===== src/core_isa_pkg.sv =====
`default_nettype none

package core_isa_pkg;

  localparam int XLEN     = 32;
  localparam int REG_BITS = 5;

  typedef logic [XLEN-1:0]     xlen_t;
  typedef logic [REG_BITS-1:0] reg_addr_t;

  // {funct7[5], funct3} of the RV32I register/immediate ops
  typedef enum logic [3:0] {
    alu_add  = 4'b0000,
    alu_sub  = 4'b1000,
    alu_sll  = 4'b0001,
    alu_slt  = 4'b0010,
    alu_sltu = 4'b0011,
    alu_xor  = 4'b0100,
    alu_srl  = 4'b0101,
    alu_sra  = 4'b1101,
    alu_or   = 4'b0110,
    alu_and  = 4'b0111
  } alu_op_e;

  // M extension funct3
  typedef enum logic [2:0] {
    md_mul    = 3'd0,
    md_mulh   = 3'd1,
    md_mulhsu = 3'd2,
    md_mulhu  = 3'd3,
    md_div    = 3'd4,
    md_divu   = 3'd5,
    md_rem    = 3'd6,
    md_remu   = 3'd7
  } muldiv_op_e;

  // one operation word, read per execute path
  typedef union packed {
    alu_op_e alu;
    struct packed {
      logic       spare;
      muldiv_op_e op;
    } md;
  } exec_op_u;

endpackage

`default_nettype wire


===== src/writeback_stage.sv =====
`default_nettype none
`timescale 1ns/1ps

module writeback_stage
  import core_isa_pkg::*;
(
  input  logic      clk_i,
  input  logic      reset_i,

  input  logic      ex_valid_i,
  input  reg_addr_t ex_rd_i,
  input  xlen_t     ex_result_i,

  input  reg_addr_t rf_rs1_addr_i,
  input  reg_addr_t rf_rs2_addr_i,
  output xlen_t     rf_rs1_o,
  output xlen_t     rf_rs2_o,

  output logic      wb_valid_o,
  output reg_addr_t wb_rd_addr_o,
  output xlen_t     wb_data_o
);

  xlen_t regs [2**REG_BITS];
  logic  rf_write;

  // rd and data hold the last retirement between pulses
  always_ff @(posedge clk_i) begin
    if (reset_i) begin
      wb_valid_o   <= 1'b0;
      wb_rd_addr_o <= '0;
    end else begin
      wb_valid_o <= ex_valid_i;
      if (ex_valid_i) begin
        wb_rd_addr_o <= ex_rd_i;
        wb_data_o    <= ex_result_i;
      end
    end
  end

  ////////////////////
  // register file
  ////////////////////

  assign rf_write = wb_valid_o & (wb_rd_addr_o != '0);

  always_ff @(posedge clk_i) begin
    if (reset_i) begin
      for (int i = 0; i < 2**REG_BITS; i++) begin
        regs[i] <= '0;
      end
    end else if (rf_write) begin
      regs[wb_rd_addr_o] <= wb_data_o;
    end
  end

  // write-through so a same-edge capture sees the new value
  assign rf_rs1_o = (rf_write && wb_rd_addr_o == rf_rs1_addr_i) ? wb_data_o : regs[rf_rs1_addr_i];
  assign rf_rs2_o = (rf_write && wb_rd_addr_o == rf_rs2_addr_i) ? wb_data_o : regs[rf_rs2_addr_i];

  a_x0_reads_zero: assert property (@(posedge clk_i) disable iff (reset_i)
    (rf_rs1_addr_i != '0 || rf_rs1_o == '0) && (rf_rs2_addr_i != '0 || rf_rs2_o == '0));

endmodule

`default_nettype wire


===== config.mk =====
export PLATFORM = sky130hd
export DESIGN_NAME = writeback_stage
export DESIGN_NICKNAME = d
export VERILOG_FILES = /design/src/core_isa_pkg.sv /design/src/writeback_stage.sv
export SDC_FILE = /design/constraint.sdc
export NUM_CORES = 2
export LEC_CHECK = 0
export BUFFER_PORTS_ARGS = -buffer_cell sky130_fd_sc_hd__buf_2
export CAP_MARGIN = 20
export CORE_MARGIN = 2
export CORE_UTILIZATION = 45
export CTS_BUF_LIST = sky130_fd_sc_hd__clkbuf_16
export CTS_CLUSTER_DIAMETER = 30
export CTS_CLUSTER_SIZE = 8
export DETAILED_ROUTE_END_ITERATION = 7
export GPL_TIMING_DRIVEN = 0
export PLACE_DENSITY = 0.63
export SLEW_MARGIN = 20
export SYNTH_ARGS = -nofsm -noshare
export SYNTH_HDL_FRONTEND = slang
export SYNTH_SLANG_ARGS = --single-unit

===== constraint.sdc =====
create_clock -name clk_i -period 6.25 [get_ports clk_i]
set_input_delay 1.25 -clock clk_i [delete_from_list [all_inputs] [get_ports clk_i]]
set_output_delay 1.25 -clock clk_i [all_outputs]
set_load 0.005 [all_outputs]

=== Word-level counts from Yosys, hierarchy flattened ===
Memories as Yosys holds them, arrays and structs flattened.
Cells that the tools add are included.
Widths: inputs -> output; s select.

* Equality and inequality tests: 2
* Multiplexer cells: 10
* Bitwise operators: 2
* Reduce and logical (&&, ||, !) cells: 5

{| class="wikitable"
|+ Operators with widths
! cell !! count
|-
| $mux 32 || 3
|-
| $reduce_or 32->1 || 1
|-
| $eq 5x5->1 || 2
|-
| $mux 1 || 6
|-
| $mux 5 || 1
|-
| $reduce_bool 5->1 || 1
|-
| $logic_and 1x1->1 || 2
|-
| $reduce_and 2->1 || 1
|-
| $and 1x1->1 || 1
|-
| $not 1->1 || 1
|}

* Register bits after elaboration: 38
* Bits in writable memories: 1024
* Bits of input ports: 50
* Memories: 1

{| class="wikitable"
|+ Memories
! memory !! words !! bits a word !! rd ports !! clocked after Yosys merged registers in !! wr ports !! RTL line !! RTL
|-
| regs || 32 || 32 || 2 || 0 || 32 || writeback_stage.sv:24 || <nowiki>xlen_t regs [2**REG_BITS];</nowiki>
|}

=== Depth between registers and ports, before layout ===
* Word-level depth: 7
* Gate-level depth with buffers: 9

=== Least setup slack after synthesis ===
No wires, ideal clock.

* Path kind: input to output
* Start point: input port rf_rs1_addr_i[0]
* End point: output port rf_rs1_o[30]
* Arrival time: 2.781 ns
* Required time: 5.000 ns
* Path slack: 2.219 ns
* Cell stages on the path: 9
* Buffers on the path: 4
* Cells stage by stage: buf_6 -> buf_12 -> buf_6 -> buf_6 -> mux4_2 -> mux2i_1 -> nor2_1 -> nor4_2 -> nor3_1

* Longest elaborated chain between the ends: 3
* Elaborated cells on any way between the ends: 4
* Classes of those cells: 1 x eq/ne; 1 x mux; 1 x reduce/logical; 1 x memory

{| class="wikitable"
|+ Ends and longest elaborated chain
! item !! RTL line !! RTL
|-
| start, declared || writeback_stage.sv:14 || <nowiki>input reg_addr_t rf_rs1_addr_i,</nowiki>
|-
| parallel branches: the longest is 2 deep, another holds $mem_v2 32x32 || n/a ||
|-
| $mux 32 (*) || writeback_stage.sv:58 || <nowiki>assign rf_rs1_o = (rf_write && wb_rd_addr_o == rf_rs1_addr_i) ? wb_data_o : regs[rf_rs1_addr_i];</nowiki>
|-
| end, declared || writeback_stage.sv:16 || <nowiki>output xlen_t rf_rs1_o,</nowiki>
|}

Mark *: on every way between the ends.

=== Worst setup path after layout ===
* Start point: input port rf_rs2_addr_i[3]
* End point: output port rf_rs2_o[13]

* Longest elaborated chain between the ends: 3
* Elaborated cells on any way between the ends: 4
* Classes of those cells: 1 x eq/ne; 1 x mux; 1 x reduce/logical; 1 x memory

{| class="wikitable"
|+ Ends and longest elaborated chain
! item !! RTL line !! RTL
|-
| start, declared || writeback_stage.sv:15 || <nowiki>input reg_addr_t rf_rs2_addr_i,</nowiki>
|-
| parallel branches: the longest is 2 deep, another holds $mem_v2 32x32 || n/a ||
|-
| $mux 32 (*) || writeback_stage.sv:59 || <nowiki>assign rf_rs2_o = (rf_write && wb_rd_addr_o == rf_rs2_addr_i) ? wb_data_o : regs[rf_rs2_addr_i];</nowiki>
|-
| end, declared || writeback_stage.sv:17 || <nowiki>output xlen_t rf_rs2_o,</nowiki>
|}

Marked as above.

==> results.yml <==
status:
  status: "complete, no violations"
detailed_routing:
  drc_errors: 0
  dr_wl_met3_um: 34600
  wl_met2_um: 99300
  wl_per_cell_um: 39.4
  wl_um: 231000
  dr.max_layer_used: "met5"
  vias: 39548
  drtIter0Drc: 7229
  vias_per_cell: 6.75
  wl_met1_um: 80200
  ant_nets: 0
  firstDrtPassIters: 8
sta:
  final_max_slew_viol_count: 0
  finalSetupViolations: 0
  post-route-min-period_ps: 5680
  fin_crit_sh: 0.908
  final.setup_skew_ps: 62.8
  layout_setup_ws_ps: 574
  whs_ps: 529
  finalHoldViolCount: 0
  slew_headroom: 0.119
  setup_tns_ps: 0
  worstMarginPinSlew_ps: 1320
  fmax_ghz: 0.176
  rsz0062_at_grt: "false"
setup_path:
  critPathSlowestCell: "clkbuf_1"
  crit_arrival_ps: 4430
  cp-start-kind: "primary input"
  crit_type: "in2out"
  crit_path_end_kind: "output pin"
  crit_path_max_fanout: 10
  r2r_cells: 7
  worstPathRequired_ps: 5000
  max_stage_delay_ps: 870
  crit_path_cell_trace: "buf_2 > buf_2 > nor2b_1 > nand2_1 > clkbuf_1 > o22ai_1 > or4_1 > o21ai_1 > buf_2"
  cpMostUsedCell: "buf_2"
clock_tree:
  clk_pin_slew_ps: 40
  cts_tree: "built"
  clock-sinks: 1062
  cts_max_level: 5
  clockBufferDepth: 4
  post-cts-setup-buffers: 0
  cts_resized: 0
  cts_buffers: 281
  insertion_delay_ps: 920
  cts_hold_buf: 0
  ctsRootBufferMaster: "clkbuf_16"
final_layout:
  final_net_count: 4072
  final_cells: 5858
  mostFrequentLayoutCell: "edfxtp_1"
  post-route-util: 0.554
  mostFrequentLayoutCells: "edfxtp_1, and2_1, mux4_2, clkbuf_16, o22ai_1"
  fillers: 9571
  design_area_sq_um: 67500
  multi_input_area_sq_um: 21500
  layout-drive-gt1-share: 0.297
  area_growth_pct: 22.2
  seqCellArea_sq_um: 31800
die:
  die_x_um: 354
  core-area_sq_um: 122000
  fp.dieArea_sq_um: 126000
  rows: 128
  fp.dieH_um: 354
  start_util: 0.454
  ios: 152
grt:
  grt_pass1_wl_um: 308000
  grt_usage: 0.364
  grt-ovfl-total: 0
  antenna_found_initial: 18
  grt_pass1_vias: 38837
  grt_max_degree: 33
yosys:
  synth_simple_gate_area_frac: 0.137
  synth_top_family_by_area: "multiplexers"
  synth_edf_count: 1056
  ys_seq_area_frac: 0.576
  synth_cells: 3549
  synth-async-reset-ratio: 0
  synth-seq-cells: 1062
  avgSynthCellArea_sq_um: 15.6
  synthAdderAreaFrac: 0
  synth_compound_area_frac: 0.0353
  ys.flop_type: "edfxtp_1"
  ys_types: 45
  netlist_area_sq_um: 55300
  muxShareOfSynthArea: 0.211
  yosysWarningCount: 0
  synth_xor_area_frac: 0.00158
placement:
  place_inst: 5361
  dpl_worst_slack_ps: 603
  dp_hpwl_um: 149000
  dpl_cell_area_sq_um: 58500
  port-buffer-count: 145
  place_congestion: 0.956
min_path:
  holdPathStages: 1
  hold_class: "in2reg"
power:
  power.density_nw_per_um2: 356
  finalPower_mw: 24.1
  p_leak_nw: 24.8
  peakVddDrop_uv: 321
flow_run:
  max_cap_viol_count: 0
cell usage after synthesis (all sizes together), types with 2 or more instances:
master	count	area, sq um
clkbuf	244	931
nor2	44	165
or2	31	194
xor2	4	35.0
nand3b	10	75.1
or4	64	480
or3b	4	35.0
nor4	3	25.0
nand2b	3	18.8
o21ai	64	320
mux4	508	11500
xnor2	6	52.6
nand2	68	255
o22ai	248	1550
nand3	10	50.1
or3	3	23.8
o31ai	2	28.8
dfxtp	6	120
nor3	2	10.0
buf	146	1230
edfxtp	1056	31700
mux2i	13	130
mux2	2	22.5
and2	992	6210
nor2b	7	43.8
power by group:
group	switching [mW]	internal, mW	leakage (nW)
clock	4.36	9.47	4.46
sequential	0.162	8.12	10.9
combinational	1.22	0.739	9.44
per-layer routing:
metal,vias to the layer above,global-route usage
met5,-,0.00943
met4,14,0.231
met3,930,0.147
met2,3750,0.524
met1,20029,0.457
li1,14825,-
registers in the layout (all words and copies together) (netlist names):
signal	count
wb_valid_o	1
wb_data_o	32
wb_rd_addr_o	5
regs	1024
area by class of cell:
class / instances / area share
Sequential cell: 1062 / 0.471
Tap cell: 1625 / 0.0301
Timing Repair Buffer: 159 / 0.0147
Clock inverter: 195 / 0.0262
Inverter: 1 / 0.0000556
Buffer: 390 / 0.0323
Antenna cell: 11 / 0.000408
Multi-Input combinational cell: 2127 / 0.318
Clock buffer: 288 / 0.107
worst max-delay path: cells and delay by family:
family / cells / cell delay (ps)
simple gates: 3 / 1060
buf+inv: 4 / 1450
compound gates: 2 / 650
final timing paths:
check                        start            end  slack [ps]
hold reg to reg      wb_data_o[13]    regs[2][13]         690
hold / removal     ex_result_i[28]  wb_data_o[28]         530
setup reg to reg   wb_rd_addr_o[1]    regs[4][11]        2580
setup / recovery  rf_rs2_addr_i[3]   rf_rs2_o[13]         570
cells by family after synthesis:
family / Yosys count
simple gates: 1242
flops: 1062
mux: 523
buf+inv: 391
compound gates: 320
xor+xnor: 10
other cells: 1
No activity file was read; power rests on OpenSTA's default activity.
