File: config.mk
export PLATFORM = sky130hd
export DESIGN_NAME = opfetch_stage
export DESIGN_NICKNAME = d
export VERILOG_FILES = /design/src/core_isa_pkg.sv /design/src/core_pipe_pkg.sv /design/src/opfetch_stage.sv
export SDC_FILE = /design/constraint.sdc
export NUM_CORES = 1
export LEC_CHECK = 0
export ABC_AREA = 1
export BUFFER_PORTS_ARGS = -buffer_cell sky130_fd_sc_hd__buf_2
export CORE_AREA = 2 2 98 100
export DETAILED_ROUTE_END_ITERATION = 7
export DIE_AREA = 0 0 100 102
export PLACE_DENSITY = 0.78
export SYNTH_ARGS = -nofsm -noshare
export SYNTH_HDL_FRONTEND = slang
export SYNTH_SLANG_ARGS = --single-unit
export TNS_END_PERCENT = 50
File: constraint.sdc
create_clock -name clk_i -period 15.5 [get_ports clk_i]
set_clock_uncertainty 0.1 [all_clocks]
set_input_delay 1.55 -clock clk_i [delete_from_list [all_inputs] [get_ports clk_i]]
set_output_delay 1.55 -clock clk_i [all_outputs]
set_load 0.03 [all_outputs]
File: src/core_isa_pkg.sv
`default_nettype none

package core_isa_pkg;

  localparam int XLEN     = 32;
  localparam int REG_BITS = 5;

  typedef logic [XLEN-1:0]     xlen_t;
  typedef logic [REG_BITS-1:0] reg_addr_t;

  // {funct7[5], funct3} of the RV32I register/immediate ops
  typedef enum logic [3:0] {
    alu_add  = 4'b0000,
    alu_sub  = 4'b1000,
    alu_sll  = 4'b0001,
    alu_slt  = 4'b0010,
    alu_sltu = 4'b0011,
    alu_xor  = 4'b0100,
    alu_srl  = 4'b0101,
    alu_sra  = 4'b1101,
    alu_or   = 4'b0110,
    alu_and  = 4'b0111
  } alu_op_e;

  // M extension funct3
  typedef enum logic [2:0] {
    md_mul    = 3'd0,
    md_mulh   = 3'd1,
    md_mulhsu = 3'd2,
    md_mulhu  = 3'd3,
    md_div    = 3'd4,
    md_divu   = 3'd5,
    md_rem    = 3'd6,
    md_remu   = 3'd7
  } muldiv_op_e;

  // one operation word, read per execute path
  typedef union packed {
    alu_op_e alu;
    struct packed {
      logic       spare;
      muldiv_op_e op;
    } md;
  } exec_op_u;

endpackage

`default_nettype wire

File: src/core_pipe_pkg.sv
`default_nettype none

package core_pipe_pkg;

  // execute path of an issued instruction
  typedef enum logic [1:0] {
    path_alu    = 2'd0,
    path_muldiv = 2'd1
  } exec_path_e;

  // one quotient bit per step
  localparam int DIV_STEPS = core_isa_pkg::XLEN;

  // step counter width
  localparam int DIV_CNT_BITS = $clog2(DIV_STEPS);

endpackage

`default_nettype wire

File: src/opfetch_stage.sv
`default_nettype none
`timescale 1ns/1ps

module opfetch_stage
  import core_isa_pkg::*, core_pipe_pkg::*;
(
  input  logic       clk_i,
  input  logic       reset_i,

  input  logic       issue_valid_i,
  input  exec_op_u   op_i,
  input  exec_path_e path_i,
  input  reg_addr_t  rd_addr_i,
  input  reg_addr_t  rs1_addr_i,
  input  reg_addr_t  rs2_addr_i,
  input  logic       imm_valid_i,
  input  xlen_t      imm_i,
  output logic       issue_ready_o,

  output reg_addr_t  rf_rs1_addr_o,
  output reg_addr_t  rf_rs2_addr_o,
  input  xlen_t      rf_rs1_i,
  input  xlen_t      rf_rs2_i,

  input  logic       ex_accept_i,
  output logic       of_valid_o,
  output exec_op_u   of_op_o,
  output exec_path_e of_path_o,
  output reg_addr_t  of_rd_o,
  output reg_addr_t  of_rs1_addr_o,
  output reg_addr_t  of_rs2_addr_o,
  output xlen_t      of_rs1_o,
  output xlen_t      of_rs2_o,
  output logic       of_imm_valid_o,
  output xlen_t      of_imm_o
);

  logic capture;

  // free slot, or the held entry leaves on this edge
  assign issue_ready_o = ~of_valid_o | ex_accept_i;
  assign capture       = issue_valid_i & issue_ready_o;

  // register file is read straight from the issue inputs
  assign rf_rs1_addr_o = rs1_addr_i;
  assign rf_rs2_addr_o = rs2_addr_i;

  always_ff @(posedge clk_i) begin
    if (reset_i) begin
      of_valid_o <= 1'b0;
    end else if (capture) begin
      of_valid_o <= 1'b1;
    end else if (ex_accept_i) begin
      of_valid_o <= 1'b0;
    end
  end

  always_ff @(posedge clk_i) begin
    if (capture) begin
      of_op_o        <= op_i;
      of_path_o      <= path_i;
      of_rd_o        <= rd_addr_i;
      of_rs1_addr_o  <= rs1_addr_i;
      of_rs2_addr_o  <= rs2_addr_i;
      of_rs1_o       <= rf_rs1_i;
      of_rs2_o       <= rf_rs2_i;
      of_imm_valid_o <= imm_valid_i;
      of_imm_o       <= imm_i;
    end
  end

  // a stalled entry must survive untouched until execute takes it
  a_hold_while_stalled: assert property (@(posedge clk_i) disable iff (reset_i)
    (of_valid_o && !ex_accept_i) |=>
      (of_valid_o && $stable({of_op_o, of_rd_o, of_rs1_o, of_rs2_o, of_imm_o})));

endmodule

`default_nettype wire

# Yosys cells after proc, flatten, opt, wreduce, memory -nomap -nowiden
# Cells that the tools add are included.
# classes
n_addsub	0
n_mul	0
div	0
order_cmp	0
n_eq_ne	0
shifts	0
muxes	2
bitwise_logic	3
reduce_logical	1
# op_table
operator	n
2-to-1 mux 1 bit	2
nonzero test 2 bit	1
bitwise AND 1 bit	1
NOT 1 bit	1
bitwise OR 1 bit	1
# word_totals
ff_bits	119
latch_bits	0
ram_bits	0
rom_bits	0
in_bits	122
output_inout_bits	130
word_cells	16
n_memories	0

# Logic depth before layout (Yosys ltp)
# Gate-level depths: netlist of the first run.
# logic_depth
word_depth	4
mapped_depth	3

# Least setup slack after synthesis of the first run
# OpenSTA, ideal clock, no wires.
# synth_path
kind	input-to-reg
startpoint	input issue_valid_i
endpoint	register of_imm_o[0] (enable)
setup_ps	634
arrival_time_ps	7295
required_ps	14766
slack_ps	7471
path_stages	2
n_path_buf	0
path_cell_list	inv_1 a21oi_1
# synth_between
elab_chain_len	1
# synth_rtl
item	line	rtl
start, declared	opfetch_stage.sv:10	input logic issue_valid_i,
bitwise AND 1 bit	opfetch_stage.sv:42	assign capture = issue_valid_i & issue_ready_o;
named net capture	opfetch_stage.sv:38	logic capture;
end signal, assigned	opfetch_stage.sv:68	of_imm_o <= imm_i;
end, declared	opfetch_stage.sv:35	output xlen_t of_imm_o
# The timed path passes the listed nets, and every way through them passes these cells.
# A chain may end at the register's enable or synchronous reset.

# Worst setup path in the final report of the first run
# layout_path
startpoint	input ex_accept_i
endpoint	output issue_ready_o
# layout_between
elab_chain_len	1
# layout_rtl
item	line	rtl
start, declared	opfetch_stage.sv:25	input logic ex_accept_i,
bitwise OR 1 bit	opfetch_stage.sv:41	assign issue_ready_o = ~of_valid_o | ex_accept_i;
end, declared	opfetch_stage.sv:18	output logic issue_ready_o,
# No other way between the ends.

==> results of run 1 <==
[flip-flops by register name, summed over array words and instances (netlist names)]
register        cells
of_imm_valid_o      1
of_op_o             4
of_rs1_addr_o       5
of_rs2_addr_o       5
of_valid_o          1
of_rs2_o           32
of_rs1_o           32
of_imm_o           32
of_rd_o             5
of_path_o           2
[how the worst max path moves through the flow]
stage                  startpoint             to  slack, ps
floorplan           issue_valid_i    of_imm_o[0]       7470
detailed placement  issue_valid_i   of_path_o[1]      11840
global placement      ex_accept_i  issue_ready_o      11890
finish                ex_accept_i  issue_ready_o      11880
global route          ex_accept_i  issue_ready_o      11850
CTS                   ex_accept_i  issue_ready_o      11880
[worst min-delay path: cells and delay by family (launching register included)]
kind               cells  cell delay, ps
AOI/OAI and AO/OA      1              40
DFF                    1             350
and+or+nand+nor        1             100
[layout make-up]
cell class,instances,share of cell area
repair buffers,253,0.226
well taps,111,0.0246
multi-input cells,3,0.00555
clock buffers,19,0.0748
flip-flops and latches,119,0.632
inverters,2,0.00133
clock inverters,13,0.0360
[kinds of logic (layout without fill, tap and decap cells)]
family                 count (synthesis)  count (layout)  synth area share
buffers and inverters                 12             287            0.0225
flip-flops                           119             119             0.972
AO/OA/AOI/OAI                          2               2           0.00375
AND/OR/NAND/NOR                        1               1           0.00171
[report_power, final]
part	internal [mW]	switching, mW	leakage, nW	total, mW
clock	0.277	0.131	0.304	0.408
combinational	0.0239	0.0590	1.01	0.0830
sequential	0.377	0.00433	1.15	0.381
total	0.678	0.194	2.47	0.872
[cells in the final DEF, fill, tap and decap left out, types with 2 or more instances in the layout]
| cell | count |
|---|---|
| buf_2 | 251 |
| buf_4 | 2 |
| bufinv_16 | 5 |
| clkbuf_1 | 2 |
| clkbuf_16 | 16 |
| clkinv_2 | 3 |
| clkinv_4 | 2 |
| edfxtp_1 | 118 |
[through the flow]
step	setup WS [ps]	utilization	hold slack [ps]	instance area, um2
floorplan	7470	-	634	3670
global placement	11890	0.550	408	5010
detailed placement	11840	0.550	432	5010
CTS	11880	0.619	442	5640
global route	11850	0.619	466	5640
finish	11880	0.619	439	5640
[metal layers]
| metal | up-vias | part of all wire | track usage |
|---|---|---|---|
| met4 | 0 | 0.0079 | 0.0643 |
| met3 | 6 | 0.12 | 0.0766 |
| li1 | 1052 | - | - |
| met1 | 1056 | 0.35 | 0.157 |
| met5 | - | 0 | 0 |
| met2 | 155 | 0.53 | 0.267 |
==> flow_metrics.tcl, run 1 <==
set metrics [dict create \
    gp_routability_congestion 0.736 \
    top_level_ports 252 \
    min_from "of_valid_o" \
    synth.most_common_cell "edfxtp_1" \
    fin_total_pwr_mw 0.872 \
    setup.worst_path.class "in -> out" \
    worst-endpoint-arrival_ps 1970 \
    die_height_um 102 \
    clock.fmax_mhz 276 \
    cts_hold_buf 0 \
    synth.area.top_cells "edfxtp_1 97%, buf_4 2.0%, dfxtp_1 0.55%, a21oi_2 0.24%, nand2_2 0.17%" \
    worst_path_most_repeated_cell "buf_2" \
    setup_viol 0 \
    cpLargestDelayFamily "buffers and inverters" \
    min_to "of_valid_o" \
    drt-vias-per-instance 4.36 \
    gr-total-overflow 0 \
    wl_per_cell_um 15.5 \
    die_w_um 100 \
    ctsRootBufferMaster "clkbuf_8" \
    synth_area_mm2 0.00367 \
    reg2reg_setup_slack_ps 13160 \
    grt_pass1_wl_mm 11.3 \
    post-cts-setup-buffers 0 \
    slowest_delay_ps 180 \
    area.growth.synth_to_final_pct 53.8 \
    share_of_the_synthesized_area_in_the_top_cell_type 0.967 \
    synthesis.instances 134 \
    outcome "completed" \
    die_area_mm2 0.0102 \
    first_global_vias 2339 \
    cts_num_sinks 119 \
    timing.rr.start "of_valid_o" \
    multiInputGateArea_um2 31.3 \
    initial_antenna_violation_count 0 \
    power.static_leakage_nw 2.47 \
    timing.critical_path.required_ps 13850 \
    clock_insertion_delay_worst_skew_ps 490 \
    cp.buffers_inverters 3 \
    totalWireLength_mm 8.08 \
    vdd_ir_drop_max_uv 90.1 \
    number_of_cells_traversed_by_the_worst_hold_path 2 \
    critical_path_cell_count 4 \
    worst_setup_path_end_kind "output pin" \
    buffers_from_clock_root_to_sink_at_most 2 \
    worstSetupStartpointType "input port" \
    fill_cells 711 \
    drc 0 \
    num_antenna_cells 0 \
    timing_worst_slew_pin_value_ps 726 \
    ys_warns 0 \
    synth_top_area_cell "edfxtp_1" \
    synth_fp_nets 256 \
    synth.avg_cell_area_um2 27.4 \
    post_route_cells_drive_above_1_share 0.699 \
    floorplan.initialDensity 0.402 \
    h-tree-depth 4 \
    timing.final.hold_violations 0 \
    power_per_cell_area_mw_per_mm2 155 \
    path_max_fanout 2 \
    layout_min_cycle_time_ps 3620 \
    finish.cell_count_without_fillers 520 \
    std_cell_rows 35 \
    detailedRoute.firstIterationViolations 45 \
    tritoncts "yes" \
    reg2regPathDepth 3 \
    route.antenna.remaining_nets 0 \
    maxSlewViolCount 0 \
    hold_class "reg -> reg" \
    crit_chain "buf_2 > inv_2 > nand2_2 > buf_2" \
    drt_pre_antenna_iters 4 \
    post-place-cells 488 \
    grt_setup_unrepaired "false" \
    portBuffers 251 \
    crit_slowest_cell "buf_2" \
    min_period_over_period 0.233 \
    cell_variety_after_synth 8 \
    leading_post_synthesis_cells_by_instance_count "118 x edfxtp_1, 10 x buf_4" \
    synth_sequential_area_ratio 0.972 \
    cap_viol_max_count 0 \
    grt.total_usage 0.153 \
    finalNetCount 518 \
    yosys_most_used_dff "edfxtp_1" \
    tns_ps 0 \
    grt_max_degree 61 \
    core_area_mm2 0.00911 \
    detailedPlacementHpwl_mm 6.07 \
    async_set_reset_flop_share_out_of_synthesis 0 \
    ff_latch_area_mm2 0.00356 \
    cts-buffers-inserted 17 \
    via_count 2269 \
    synth_edf_count 118 \
    number_of_flip_flops_and_latches_in_the_synthesized_netlist 119 \
    worst_r2r_endpoint "of_imm_o[8]" \
    cts_resized 0 \
    relSlewSlack 0.516 \
    path_clk_slew_ps 50 \
]
(Power assumes the default switching activity.)
==> run 2: changes to the inputs <==
- clock period: 15.5 -> 3.4 ns (I/O delays scaled with it)
==> run 2 against run 1 <==
  * The run now fails in 4_1_cts
  * Synthesized area unchanged
  * Synthesized cell count unchanged
==> flow_metrics.tcl, run 2 <==
set metrics [dict create \
    cts_hold_buf 104 \
    floorplan.initialDensity 0.402 \
    combinational_family_with_the_most_area_after_synthesis "buffers and inverters" \
    leading_post_synthesis_cells_by_instance_count "118 x edfxtp_1, 10 x buf_4" \
    die_w_um 100 \
    portBuffers 251 \
    synth_area_mm2 0.00367 \
    post-cts-setup-buffers 0 \
    gp_routability_congestion 0.732 \
    cts_resized 0 \
    synth.avg_cell_area_um2 27.4 \
    std_cell_rows 35 \
    cell_variety_after_synth 8 \
    synth.area.top_cells "edfxtp_1 97%, buf_4 2.0%, dfxtp_1 0.55%, a21oi_2 0.24%, nand2_2 0.17%" \
    synth_sequential_area_ratio 0.972 \
    synth-simple-area-share 0.00171 \
    synth_top_area_cell "edfxtp_1" \
    synth.most_common_cell "edfxtp_1" \
    cts-buffers-inserted 17 \
    synth_edf_count 118 \
    pre_cts_slack_ps 1660 \
    top_level_ports 252 \
    ctsRootBufferMaster "clkbuf_8" \
    share_of_the_synthesized_area_in_the_top_cell_type 0.967 \
    synth_fp_nets 256 \
    toolErrorMsg "[ERROR RSZ-0060] Max buffer count reached." \
    area_fraction_in_compound_gates_after_synthesis 0.00375 \
    async_set_reset_flop_share_out_of_synthesis 0 \
    die_height_um 102 \
    ys_warns 0 \
    synthesis.instances 134 \
    outcome "did not finish" \
    last-stage-reached "4_1_cts" \
    number_of_flip_flops_and_latches_in_the_synthesized_netlist 119 \
    buffers_from_clock_root_to_sink_at_most 2 \
    h-tree-depth 4 \
    synth-adder-area-share 0 \
    cts_num_sinks 119 \
    synthXorXnorAreaFrac 0 \
    synth_mux_area_frac 0 \
    yosys_most_used_dff "edfxtp_1" \
]
[run 2: per-stage QoR]
step,std cells,area [um2]
floorplan,134,3680
global placement,488,5010
detailed placement,488,5010
[run 2: logic make-up after synthesis]
| family | Yosys count |
|---|---|
| buffers and inverters | 12 |
| flip-flops | 119 |
| AO/OA/AOI/OAI | 2 |
| AND/OR/NAND/NOR | 1 |
==> run 3: changes to the inputs <==
- CORE_AREA: 2 2 98 100 -> 2 2 99 101
- DIE_AREA: 0 0 100 102 -> 0 0 101 103
- PLACE_DENSITY: 0.78 -> not set
- PLACE_DENSITY_LB_ADDON: not set -> 0.15
==> run 3 against run 2 <==
  * The run again fails in 4_1_cts
  * Synthesized cell count is the same
  * Synthesized area is the same
==> flow_metrics.tcl, run 3 <==
set metrics [dict create \
    outcome "did not finish" \
    last-stage-reached "4_1_cts" \
    toolErrorMsg "[ERROR RSZ-0060] Max buffer count reached." \
    synth.area.top_cells "edfxtp_1 97%, buf_4 2.0%, dfxtp_1 0.55%, a21oi_2 0.24%, nand2_2 0.17%" \
    ys_warns 0 \
    async_set_reset_flop_share_out_of_synthesis 0 \
    cell_variety_after_synth 8 \
    cts_num_sinks 119 \
    gp_routability_congestion 0.725 \
    cts_hold_buf 105 \
    share_of_the_synthesized_area_in_the_top_cell_type 0.967 \
    synth_area_mm2 0.00367 \
    top_level_ports 252 \
    synth_fp_nets 256 \
    leading_post_synthesis_cells_by_instance_count "118 x edfxtp_1, 10 x buf_4" \
    yosys_most_used_dff "edfxtp_1" \
    buffers_from_clock_root_to_sink_at_most 2 \
    std_cell_rows 36 \
    h-tree-depth 4 \
    ctsRootBufferMaster "clkbuf_8" \
    cts-buffers-inserted 17 \
    post-cts-setup-buffers 0 \
    detailedPlacementHpwl_mm 6.17 \
    synth.avg_cell_area_um2 27.4 \
    floorplan.initialDensity 0.388 \
    synth_top_area_cell "edfxtp_1" \
    die_w_um 101 \
    synthesis.instances 134 \
    portBuffers 251 \
    die_height_um 103 \
    synth.most_common_cell "edfxtp_1" \
    synth_sequential_area_ratio 0.972 \
    cts_resized 0 \
    synth_edf_count 118 \
    number_of_flip_flops_and_latches_in_the_synthesized_netlist 119 \
]
run 3: cell counts after synthesis:
Identical to the previous run, type by type.
run 3: through the flow:
stage | cell area [um2] | hold WS (ps) | instances | setup slack [ps] | utilization
after floorplan | 3680 | 302 | 134 | 423 | -
after global placement | 5020 | 402 | 491 | 1700 | 0.530
after detailed placement | 5020 | 405 | 491 | 1660 | 0.530
run 3: cells by family after synthesis:
family | share of synthesized area
buffers and inverters | 0.0225
AND/OR/NAND/NOR | 0.00171
AO/OA/AOI/OAI | 0.00375
flip-flops | 0.972
