--- config.mk ---
export PLATFORM = sky130hd
export DESIGN_NAME = execute_stage
export DESIGN_NICKNAME = d
export VERILOG_FILES = /design/src/core_isa_pkg.sv /design/src/core_pipe_pkg.sv /design/src/alu.sv /design/src/muldiv_unit.sv /design/src/execute_stage.sv
export SDC_FILE = /design/constraint.sdc
export NUM_CORES = 2
export LEC_CHECK = 0
export ABC_AREA = 1
export BUFFER_PORTS_ARGS = -buffer_cell sky130_fd_sc_hd__clkbuf_2
export CORE_MARGIN = 1
export CORE_UTILIZATION = 40
export CTS_BUF_LIST = sky130_fd_sc_hd__clkbuf_8
export CTS_CLUSTER_DIAMETER = 40
export CTS_CLUSTER_SIZE = 25
export DETAILED_ROUTE_END_ITERATION = 8
export PLACE_DENSITY_LB_ADDON = 0.15
export SYNTH_ARGS = -nofsm -noshare
export SYNTH_HDL_FRONTEND = slang
export SYNTH_SLANG_ARGS = --single-unit
--- constraint.sdc ---
create_clock -name clk_i -period 12.5 [get_ports clk_i]
set_input_delay 0.625 -clock clk_i [delete_from_list [all_inputs] [get_ports clk_i]]
set_output_delay 0.625 -clock clk_i [all_outputs]
set_load 0.1 [all_outputs]
--- src/core_isa_pkg.sv ---
`default_nettype none

package core_isa_pkg;

  localparam int XLEN     = 32;
  localparam int REG_BITS = 5;

  typedef logic [XLEN-1:0]     xlen_t;
  typedef logic [REG_BITS-1:0] reg_addr_t;

  // {funct7[5], funct3} of the RV32I register/immediate ops
  typedef enum logic [3:0] {
    alu_add  = 4'b0000,
    alu_sub  = 4'b1000,
    alu_sll  = 4'b0001,
    alu_slt  = 4'b0010,
    alu_sltu = 4'b0011,
    alu_xor  = 4'b0100,
    alu_srl  = 4'b0101,
    alu_sra  = 4'b1101,
    alu_or   = 4'b0110,
    alu_and  = 4'b0111
  } alu_op_e;

  // M extension funct3
  typedef enum logic [2:0] {
    md_mul    = 3'd0,
    md_mulh   = 3'd1,
    md_mulhsu = 3'd2,
    md_mulhu  = 3'd3,
    md_div    = 3'd4,
    md_divu   = 3'd5,
    md_rem    = 3'd6,
    md_remu   = 3'd7
  } muldiv_op_e;

  // one operation word, read per execute path
  typedef union packed {
    alu_op_e alu;
    struct packed {
      logic       spare;
      muldiv_op_e op;
    } md;
  } exec_op_u;

endpackage

`default_nettype wire

--- src/core_pipe_pkg.sv ---
`default_nettype none

package core_pipe_pkg;

  // execute path of an issued instruction
  typedef enum logic [1:0] {
    path_alu    = 2'd0,
    path_muldiv = 2'd1
  } exec_path_e;

  // one quotient bit per step
  localparam int DIV_STEPS = core_isa_pkg::XLEN;

  // step counter width
  localparam int DIV_CNT_BITS = $clog2(DIV_STEPS);

endpackage

`default_nettype wire

--- src/alu.sv ---
`default_nettype none
`timescale 1ns/1ps

module alu
  import core_isa_pkg::*;
(
  input  alu_op_e op_i,
  input  xlen_t   a_i,
  input  xlen_t   b_i,
  output xlen_t   result_o
);

  logic [$clog2(XLEN)-1:0] shamt;

  // shift amount is the low bits of the second operand only
  assign shamt = b_i[$clog2(XLEN)-1:0];

  always_comb begin
    case (op_i)
      alu_add:  result_o = a_i + b_i;
      alu_sub:  result_o = a_i - b_i;
      alu_sll:  result_o = a_i << shamt;
      alu_slt:  result_o = {{(XLEN-1){1'b0}}, $signed(a_i) < $signed(b_i)};
      alu_sltu: result_o = {{(XLEN-1){1'b0}}, a_i < b_i};
      alu_xor:  result_o = a_i ^ b_i;
      alu_srl:  result_o = a_i >> shamt;
      alu_sra:  result_o = xlen_t'($signed(a_i) >>> shamt);
      alu_or:   result_o = a_i | b_i;
      alu_and:  result_o = a_i & b_i;
      default:  result_o = '0;
    endcase
  end

endmodule

`default_nettype wire

--- src/muldiv_unit.sv ---
`default_nettype none
`timescale 1ns/1ps

module muldiv_unit
  import core_isa_pkg::*, core_pipe_pkg::*;
(
  input  logic       clk_i,
  input  logic       reset_i,
  input  logic       start_i,
  input  muldiv_op_e op_i,
  input  xlen_t      a_i,
  input  xlen_t      b_i,
  output logic       busy_o,
  output logic       done_o,
  output xlen_t      result_o
);

  logic                     is_div;
  logic                     a_signed;
  logic                     b_signed;
  logic signed [XLEN:0]     mul_a;
  logic signed [XLEN:0]     mul_b;
  logic signed [2*XLEN+1:0] product;
  xlen_t                    mul_result;

  logic                     div_signed;
  xlen_t                    a_mag;
  xlen_t                    b_mag;
  logic                     div_run_q;
  logic                     div_done_q;
  logic [DIV_CNT_BITS-1:0]  step_q;
  xlen_t                    divisor_q;
  xlen_t                    quo_q;
  xlen_t                    rem_q;
  logic                     neg_quo_q;
  logic                     neg_rem_q;
  logic                     want_rem_q;
  logic [XLEN:0]            partial;
  xlen_t                    quo_out;
  xlen_t                    rem_out;

  assign is_div = op_i inside {md_div, md_divu, md_rem, md_remu};

  ////////////////////
  // multiply, single cycle
  ////////////////////

  assign a_signed   = op_i inside {md_mulh, md_mulhsu};
  assign b_signed   = (op_i == md_mulh);
  assign mul_a      = {a_signed & a_i[XLEN-1], a_i};
  assign mul_b      = {b_signed & b_i[XLEN-1], b_i};
  assign product    = mul_a * mul_b;
  assign mul_result = (op_i == md_mul) ? product[XLEN-1:0] : product[2*XLEN-1:XLEN];

  ////////////////////
  // restoring divide on magnitudes
  ////////////////////

  assign div_signed = op_i inside {md_div, md_rem};
  assign a_mag      = (div_signed && a_i[XLEN-1]) ? -a_i : a_i;
  assign b_mag      = (div_signed && b_i[XLEN-1]) ? -b_i : b_i;
  assign partial    = {rem_q, quo_q[XLEN-1]};

  always_ff @(posedge clk_i) begin
    if (reset_i) begin
      div_run_q  <= 1'b0;
      div_done_q <= 1'b0;
      step_q     <= '0;
    end else begin
      div_done_q <= 1'b0;
      if (start_i && is_div) begin
        div_run_q <= 1'b1;
        step_q    <= '0;
      end else if (div_run_q) begin
        step_q <= step_q + 1'b1;
        if (step_q == DIV_CNT_BITS'(DIV_STEPS - 1)) begin
          div_run_q  <= 1'b0;
          div_done_q <= 1'b1;
        end
      end
    end
  end

  always_ff @(posedge clk_i) begin
    if (start_i && is_div) begin
      divisor_q  <= b_mag;
      quo_q      <= a_mag;
      rem_q      <= '0;
      // divide by zero keeps the all-ones magnitude unsigned
      neg_quo_q  <= div_signed & (a_i[XLEN-1] ^ b_i[XLEN-1]) & (b_i != '0);
      neg_rem_q  <= div_signed & a_i[XLEN-1];
      want_rem_q <= op_i inside {md_rem, md_remu};
    end else if (div_run_q) begin
      if (partial >= {1'b0, divisor_q}) begin
        rem_q <= partial[XLEN-1:0] - divisor_q;
        quo_q <= {quo_q[XLEN-2:0], 1'b1};
      end else begin
        rem_q <= partial[XLEN-1:0];
        quo_q <= {quo_q[XLEN-2:0], 1'b0};
      end
    end
  end

  // min / -1 lands on min with zero remainder without a special case
  assign quo_out = neg_quo_q ? -quo_q : quo_q;
  assign rem_out = neg_rem_q ? -rem_q : rem_q;

  assign busy_o   = div_run_q | div_done_q;
  assign done_o   = div_done_q | (start_i & ~is_div);
  assign result_o = div_done_q ? (want_rem_q ? rem_out : quo_out) : mul_result;

  a_no_start_when_busy: assert property (@(posedge clk_i) disable iff (reset_i)
    start_i |-> !busy_o);

endmodule

`default_nettype wire

--- src/execute_stage.sv ---
`default_nettype none
`timescale 1ns/1ps

module execute_stage
  import core_isa_pkg::*, core_pipe_pkg::*;
(
  input  logic       clk_i,
  input  logic       reset_i,

  input  logic       of_valid_i,
  input  exec_op_u   of_op_i,
  input  exec_path_e of_path_i,
  input  reg_addr_t  of_rd_i,
  input  reg_addr_t  of_rs1_addr_i,
  input  reg_addr_t  of_rs2_addr_i,
  input  xlen_t      of_rs1_i,
  input  xlen_t      of_rs2_i,
  input  logic       of_imm_valid_i,
  input  xlen_t      of_imm_i,

  input  logic       wb_valid_i,
  input  reg_addr_t  wb_rd_addr_i,
  input  xlen_t      wb_data_i,

  output logic       ex_accept_o,
  output logic       ex_valid_o,
  output reg_addr_t  ex_rd_o,
  output xlen_t      ex_result_o
);

  xlen_t     rs1_val;
  xlen_t     rs2_val;
  xlen_t     alu_b;
  xlen_t     alu_result;
  xlen_t     md_result;
  logic      md_start;
  logic      md_busy;
  logic      md_done;
  reg_addr_t md_rd_q;

  // newest copy wins: execute result, then writeback, then the fetched value
  function automatic xlen_t fwd_operand(input reg_addr_t src, input xlen_t fetched,
                                        input reg_addr_t ex_rd, input xlen_t ex_val,
                                        input reg_addr_t wb_rd, input xlen_t wb_val);
    if (src == '0) return fetched;
    if (src == ex_rd) return ex_val;
    if (src == wb_rd) return wb_val;
    return fetched;
  endfunction

  assign rs1_val = fwd_operand(of_rs1_addr_i, of_rs1_i, ex_rd_o, ex_result_o,
                               wb_rd_addr_i, wb_data_i);
  assign rs2_val = fwd_operand(of_rs2_addr_i, of_rs2_i, ex_rd_o, ex_result_o,
                               wb_rd_addr_i, wb_data_i);
  assign alu_b   = of_imm_valid_i ? of_imm_i : rs2_val;

  // a running divide blocks the stage
  assign ex_accept_o = of_valid_i & ~md_busy;
  assign md_start    = ex_accept_o & (of_path_i == path_muldiv);

  alu u_alu (
    .op_i     (of_op_i.alu),
    .a_i      (rs1_val),
    .b_i      (alu_b),
    .result_o (alu_result)
  );

  muldiv_unit u_muldiv (
    .clk_i    (clk_i),
    .reset_i  (reset_i),
    .start_i  (md_start),
    .op_i     (of_op_i.md.op),
    .a_i      (rs1_val),
    .b_i      (rs2_val),
    .busy_o   (md_busy),
    .done_o   (md_done),
    .result_o (md_result)
  );

  // rd of the instruction in the multiply/divide unit
  always_ff @(posedge clk_i) begin
    if (md_start) begin
      md_rd_q <= of_rd_i;
    end
  end

  ////////////////////
  // stage result
  ////////////////////

  always_ff @(posedge clk_i) begin
    if (reset_i) begin
      ex_valid_o <= 1'b0;
      ex_rd_o    <= '0;
    end else begin
      ex_valid_o <= 1'b0;
      if (ex_accept_o && of_path_i == path_alu) begin
        ex_valid_o  <= 1'b1;
        ex_rd_o     <= of_rd_i;
        ex_result_o <= alu_result;
      end else if (md_done) begin
        // multiply finishes on its start edge, divide later
        ex_valid_o  <= 1'b1;
        ex_rd_o     <= md_start ? of_rd_i : md_rd_q;
        ex_result_o <= md_result;
      end
    end
  end

  // forwarding assumes writeback takes every result on the next edge
  a_wb_follows_ex: assert property (@(posedge clk_i) disable iff (reset_i)
    ex_valid_o |=> (wb_valid_i && wb_rd_addr_i == $past(ex_rd_o) &&
                    wb_data_i == $past(ex_result_o)));

endmodule

`default_nettype wire

---- Yosys cells after proc, flatten, opt, wreduce, memory -nomap -nowiden ----
Index checks and enable logic that the tools add are counted.
storage, ports and cells
  input bits .............................. 159
  bits in registers ....................... 149
  word-level logic and storage cells ...... 134
  output and inout bits ................... 39
operators by class
  multipliers ............................. 1
  shift-type cells ........................ 3
  order comparisons ....................... 3
  bitwise logic cells ..................... 18
  equality and inequality tests ........... 21
  muxes and demuxes ....................... 48
  $add $sub $neg .......................... 8
  reduce and logical (&&, ||, !) cells .... 19
operators by type and width
  operator                                       number
  2-to-1 mux 32 bit                              25
  one-hot mux 32 bit (10 select lines)           1
  negator 32 bit                                 4
  < comparator 32 bit                            2
  multiplier 33 x 33 -> 64 bit                   1
  subtractor 32 bit                              2
  >= comparator 33 x 32 -> 1 bit                 1
  adder 32 bit                                   1
  bitwise AND 32 bit                             1
  OR 32 bit                                      1
  nonzero test 32 bit                            1
  << shifter 32 x 5 -> 32 bit                    1
  >> shifter 32 x 5 -> 32 bit                    1
  >>> shifter 32 x 5 -> 32 bit                   1
  bitwise XOR 32 bit                             1
  == test 5 bit                                  4
  2-to-1 mux 1 bit                               19
  == test 4 x 3 -> 1 bit, second input constant  4
  2-to-1 mux 5 bit                               3
  == test 3 bit, second input constant           4
  zero test 5 bit                                2
  nonzero test 2 bit                             5
  bitwise AND 1 bit                              8
  == test 4 x 2 -> 1 bit, second input constant  2
  18 further kinds                               26

---- Depth between registers and ports, before layout ----
  word-level depth ........................ 14
  mapped depth ............................ 49
  mapped depth without buffers ............ 47

---- Modules after synthesis ----
A second synthesis with hierarchy kept.
unflattened totals
  cells, all modules ...................... 9,777
  area total of the unflattened synthesis .. 65,688.0 sq um
modules (own cells, without submodules)
  module         cells an instance  seq. area each (sq um)  area each (sq um)  instances
  muldiv_unit    6,836              2,792.7                 51,031.4           1
  alu            2,091              0.0                     9,990.8            1
  execute_stage  850                1,181.1                 4,665.7            1

---- Worst setup path before layout ----
No wires, ideal clock.
  path kind ............................... register to register
  start ................................... register ex_rd_o[3]
  end ..................................... register ex_result_o[31], data pin
  stages on the path, launching flop included .. 45
  period minus slack after synthesis ...... 9.517 ns
  buffers on the path ..................... 3
  arrival ................................. 9.261 ns
  required time ........................... 12.244 ns
  path slack .............................. 2.983 ns
  setup time .............................. 0.256 ns
  path through ............................ dfxtp_1 -> inv_1 -> nand2_1 -> nand2_1 -> nor2_2 -> nand2_1 -> nor2_2 -> buf_4 -> nor2_1 -> nor2_1 -> nor2_2 -> inv_1 -> clkbuf_1 -> buf_2 -> nand2_1 -> nor2_1 -> fa_1 -> fa_1 -> [9 not listed] -> inv_1 -> ha_1 -> nand2_1 -> nor2_1 -> inv_1 -> nor2_1 -> nand2_1 -> nor4_1 -> nand2_1 -> o2111ai_1 -> xor2_1 -> inv_1 -> nand2_1 -> nand2_1 -> nand2_1 -> nand2_1 -> nand2_1 -> nand2_1
on the way
  longest elaborated chain between the ends .. 12
  elaborated cells on any way between the ends .. 33
  those cells by class .................... add/sub (2); mul (1); eq/ne (2); shift (3); mux (20); bitwise (5)
ends and longest elaborated chain
  element                                      RTL line                              RTL
  start, declared                              execute_stage.sv:27                   output reg_addr_t ex_rd_o,
  start signal, assigned                       execute_stage.sv:99                   ex_rd_o <= of_rd_i;
  start signal, assigned                       execute_stage.sv:104                  ex_rd_o <= md_start ? of_rd_i : md_rd_q;
  == test 5 bit                                execute_stage.sv:46                   if (src == ex_rd) return ex_val;
  2-to-1 mux 32 bit                            execute_stage.sv:46
  2-to-1 mux 32 bit                            execute_stage.sv:47                   if (src == wb_rd) return wb_val;
  2-to-1 mux 32 bit                            execute_stage.sv:48                   return fetched;
  2-to-1 mux 32 bit                            execute_stage.sv:47
  2-to-1 mux 32 bit                            execute_stage.sv:46
  bitwise AND 1 bit, on equally long branches  muldiv_unit.sv:50, muldiv_unit.sv:51
  multiplier 33 x 33 -> 64 bit                 muldiv_unit.sv:52                     assign product = mul_a * mul_b;
  2-to-1 mux 32 bit                            muldiv_unit.sv:53                     assign mul_result = (op_i == md_mul) ? product[XLEN-1:0] : product[2*XLEN-1:XLEN];
  2-to-1 mux 32 bit                            muldiv_unit.sv:110                    assign result_o = div_done_q ? (want_rem_q ? rem_out : quo_out) : mul_result;
  2-to-1 mux 32 bit                            execute_stage.sv:101                  end else if (md_done) begin
  2-to-1 mux 32 bit (*)                        execute_stage.sv:97                   if (ex_accept_o && of_path_i == path_alu) begin
  end signal, assigned                         execute_stage.sv:100                  ex_result_o <= alu_result;
  end signal, assigned                         execute_stage.sv:105                  ex_result_o <= md_result;
  end, declared                                execute_stage.sv:28                   output xlen_t ex_result_o
Mark *: on every way between the ends. The rest lies on a longest branch, timed or not. The select of a mux whose other input is x is not followed.
A chain may end at the register's enable or synchronous reset.

---- Worst setup path after layout ----
  start ................................... register ex_rd_o[3]
  end ..................................... register ex_result_o[28], data pin
The elaborated chain is that of the path after synthesis.

==> summary.md <==
| Metric | Value |
|---|---|
| Cts bufs inserted | `17` |
| Adder-cell share of the synthesized area | `0.438` |
| CP max FO | `18` |
| DP HPWL | `235000 um` |
| Chip width | `394 um` |
| Setup_tns | `0 ps` |
| Initial antenna violation count | `18` |
| Share of cells above drive strength 1 | `0.0721` |
| Synth Area in Compound Gates | `0.0975` |
| Non-Filler Instances | `10700` |
| Drt wl/cell | `27.2 um` |
| Setup Buffers After CTS | `0` |
| Worst clock skew | `46.0 ps` |
| Status | `completed` |
| Main combinational cell family by area after synthesis | `adder cells` |
| Final Setup Violations | `0` |
| Final Hold Fails | `0` |
| Global placer's final weighted congestion | `1.02` |
| Resized Gates After CTS | `0` |
| DR iter-0 viols | `6257` |
| Mapped Nets | `10300` |
| Period minus WS final | `11540 ps` |
| Clk_lat worst skew | `540 ps` |
| Initial Util | `0.404` |
| Fmax | `86.7 MHz` |
| CP Capture Type | `flop` |
| R2R Path Start | `ex_rd_o[3]` |
| Area leader, netlist | `fa_1` |
| Fin crit share | `0.923` |
| Hold depth | `2` |
| Worst path slowest cell | `a21oi_1` |
| Vias per cell | `5.58` |
| Core Box Area | `152000 sq um` |
| MaxCap Viol Count | `0` |
| Startpoint types | `flop` |
| Hold Path End | `u_muldiv.div_run_q` |
| Via count of the first global-routing pass | `60900` |
| Synth Register Bits | `149` |
| IO buf count | `196` |
| Overall Global Routing Usage | `0.377` |
| Hold path startpoint | `reset_i` |
| Area grow syn2layout | `6.90%` |
| Clock Tree Buf Depth | `2` |
| Crit path kind | `reg2reg` |
| Mapped Cells | `8656` |
| Multiplexer share of the synthesized area | `0` |
| Async SR Flop Fraction | `0` |
| Root Driver | `clkbuf_8` |
| Worst EP arrival | `11800 ps` |
| CTS Hold Bufs | `0` |
| WHS | `393 ps` |
| Slowest cell delay on critical path | `810 ps` |
| Slew headroom | `0.0326` |
| CTS tree | `yes` |
| Clock-pin slew on the worst setup and hold paths | `100 ps` |
| Dominant synthesized flop cell | `edfxtp_1` |
| Synth area leaders | `fa_1 (37%), nand2_1 (12%), inv_1 (11%)` |
| DR pass1 iterations | `6` |
| Dpl cells | `10700` |
| Path depth of the worst reg2reg path | `34` |
| Reg2reg setup slack | `960 ps` |
| Synth Area in XOR/XNOR | `0.0144` |
| Htree depth | `4` |
| RSZ-0062 raised after global routing | `false` |
| Worst Max-Slew Pin Slew | `1450 ps` |
| Final ANT Viol Nets | `0` |
| Post-Syn Area per Cell | `7.10 sq um` |
| Die area | `155000 sq um` |
| Req. time, crit path | `12760 ps` |
| Worst path most repeated cell | `fa_1` |
| Synth Warn # | `0` |
| I/O Pins | `198` |
| Top cell type's share of synthesized area | `0.368` |
| FP Rows | `143` |
| DRC | `0` |
| # clock sinks | `149` |
| Simple-Gate Fraction of Synth Area | `0.241` |
| Post-synth cell types | `63` |
| Post-synth EDFFs | `99` |
| Register area share after synthesis | `0.0647` |
| # nets final | `10300` |
| Global route total overflow | `0` |
| First-pass GRT wire length | `423000 um` |
| Max-slew violation count | `0` |
| Hold Crit Class | `in2reg` |
| Total Wirelength | `293000 um` |
| Largest net degree at the start of global routing | `63` |
| Synth Cell Area | `61400 sq um` |
| RR Endpoint | `ex_result_o[28]` |
| Chip Height | `394 um` |
| Via count | `60000` |
[layout make-up]
type                    count  area [sq um]
inverters                1921          7210
diodes                      4          10.0
repair buffers            427          2890
clock inverters            15           159
flip-flops and latches    149          3970
well taps                2030          2540
multi-input cells        6186         48700
fillers                 16300         86600
clock buffers              17           234
[metrics by stage]
stage	setup slack, ps	cell area [sq um]	util
2_1_floorplan	2980	61400	-
3_3_place_gp	1040	65300	0.429
3_5_place_dp	996	65300	0.429
4_1_cts	1260	65700	0.431
5_1_grt	644	65700	0.431
6_report	964	65700	0.431
[kinds of logic after synthesis]
group           Yosys count
simple gates           3548
buf+inv                2321
fa+ha+maj              1476
compound gates         1061
flops                   149
xor+xnor                101
[layer usage]
layer,global-route usage,part of all wire
met2,0.591,0.44
met3,0.0813,0.096
met5,0,0.00029
met4,0.199,0.065
met1,0.487,0.40
[cells in the mapped netlist (11+ instances only)]
| master | instances |
|---|---|
| inv_1 | 1871 |
| edfxtp_1 | 99 |
| a21oi_1 | 347 |
| nor4_1 | 19 |
| xor2_1 | 64 |
| o21bai_1 | 19 |
| nand3_1 | 573 |
| nor2_1 | 702 |
| a21o_1 | 24 |
| ha_1 | 348 |
| buf_4 | 12 |
| nor3_1 | 73 |
| clkbuf_1 | 279 |
| inv_2 | 39 |
| o211ai_1 | 20 |
| clkinv_1 | 11 |
| o21a_1 | 28 |
| o21ai_0 | 393 |
| a21boi_0 | 21 |
| a221oi_1 | 24 |
| fa_1 | 1128 |
| or2_2 | 37 |
| xnor2_1 | 37 |
| o21ai_1 | 58 |
| dfxtp_1 | 50 |
| nor2_2 | 28 |
| nand4_1 | 54 |
| buf_1 | 40 |
| nand3b_1 | 13 |
| a31oi_1 | 31 |
| o22ai_1 | 42 |
| buf_2 | 64 |
| nand2_1 | 1992 |
[registers in the layout (all words and copies together), names as in the netlist]
| name | count |
|---|---|
| u_muldiv.want_rem_q | 1 |
| u_muldiv.neg_quo_q | 1 |
| u_muldiv.quo_q | 32 |
| md_rd_q | 5 |
| u_muldiv.rem_q | 32 |
| u_muldiv.divisor_q | 32 |
| ex_valid_o | 1 |
| u_muldiv.step_q | 5 |
| u_muldiv.neg_rem_q | 1 |
| u_muldiv.div_done_q | 1 |
| u_muldiv.div_run_q | 1 |
| ex_rd_o | 5 |
| ex_result_o | 32 |
[cells in the final DEF (no fill, tap or decap), types with 57 or more instances in the layout]
cell,Yosys,final
edfxtp_1,99,99
o21ai_1,58,57
ha_1,348,348
nor2_1,702,698
nand3_1,573,573
nor3_1,73,72
xor2_1,64,64
inv_1,1871,1871
o21ai_0,393,393
fa_1,1128,1127
a21oi_1,347,347
nand2_1,1992,1987
clkbuf_2,0,196
buf_4,12,217
[how the worst max path moves through the flow]
stage                           from               to  slack (ps)  depth (start not counted)
floorplan                 ex_rd_o[3]  ex_result_o[31]        2980                         44
global placement    of_rs1_addr_i[3]  ex_result_o[22]        1040                         42
detailed placement  of_rs1_addr_i[3]  ex_result_o[22]        1000                         42
CTS                       ex_rd_o[2]   ex_result_o[8]        1260                         41
global route              ex_rd_o[3]  ex_result_o[28]         640                         34
finish                    ex_rd_o[3]  ex_result_o[28]         960                         34
[critical path, delay by kind of cell (launching register included)]
family | cells | cell delay [ps]
DFF | 1 | 440
adders and majority gates | 9 | 4470
and+or+nand+nor | 11 | 2290
buffers and inverters | 9 | 1780
AOI/OAI and AO/OA | 5 | 2280
Power is left out: the tool's default activity adds up to more than one toggle a clock period on the data nets, which glitch-free logic cannot reach.
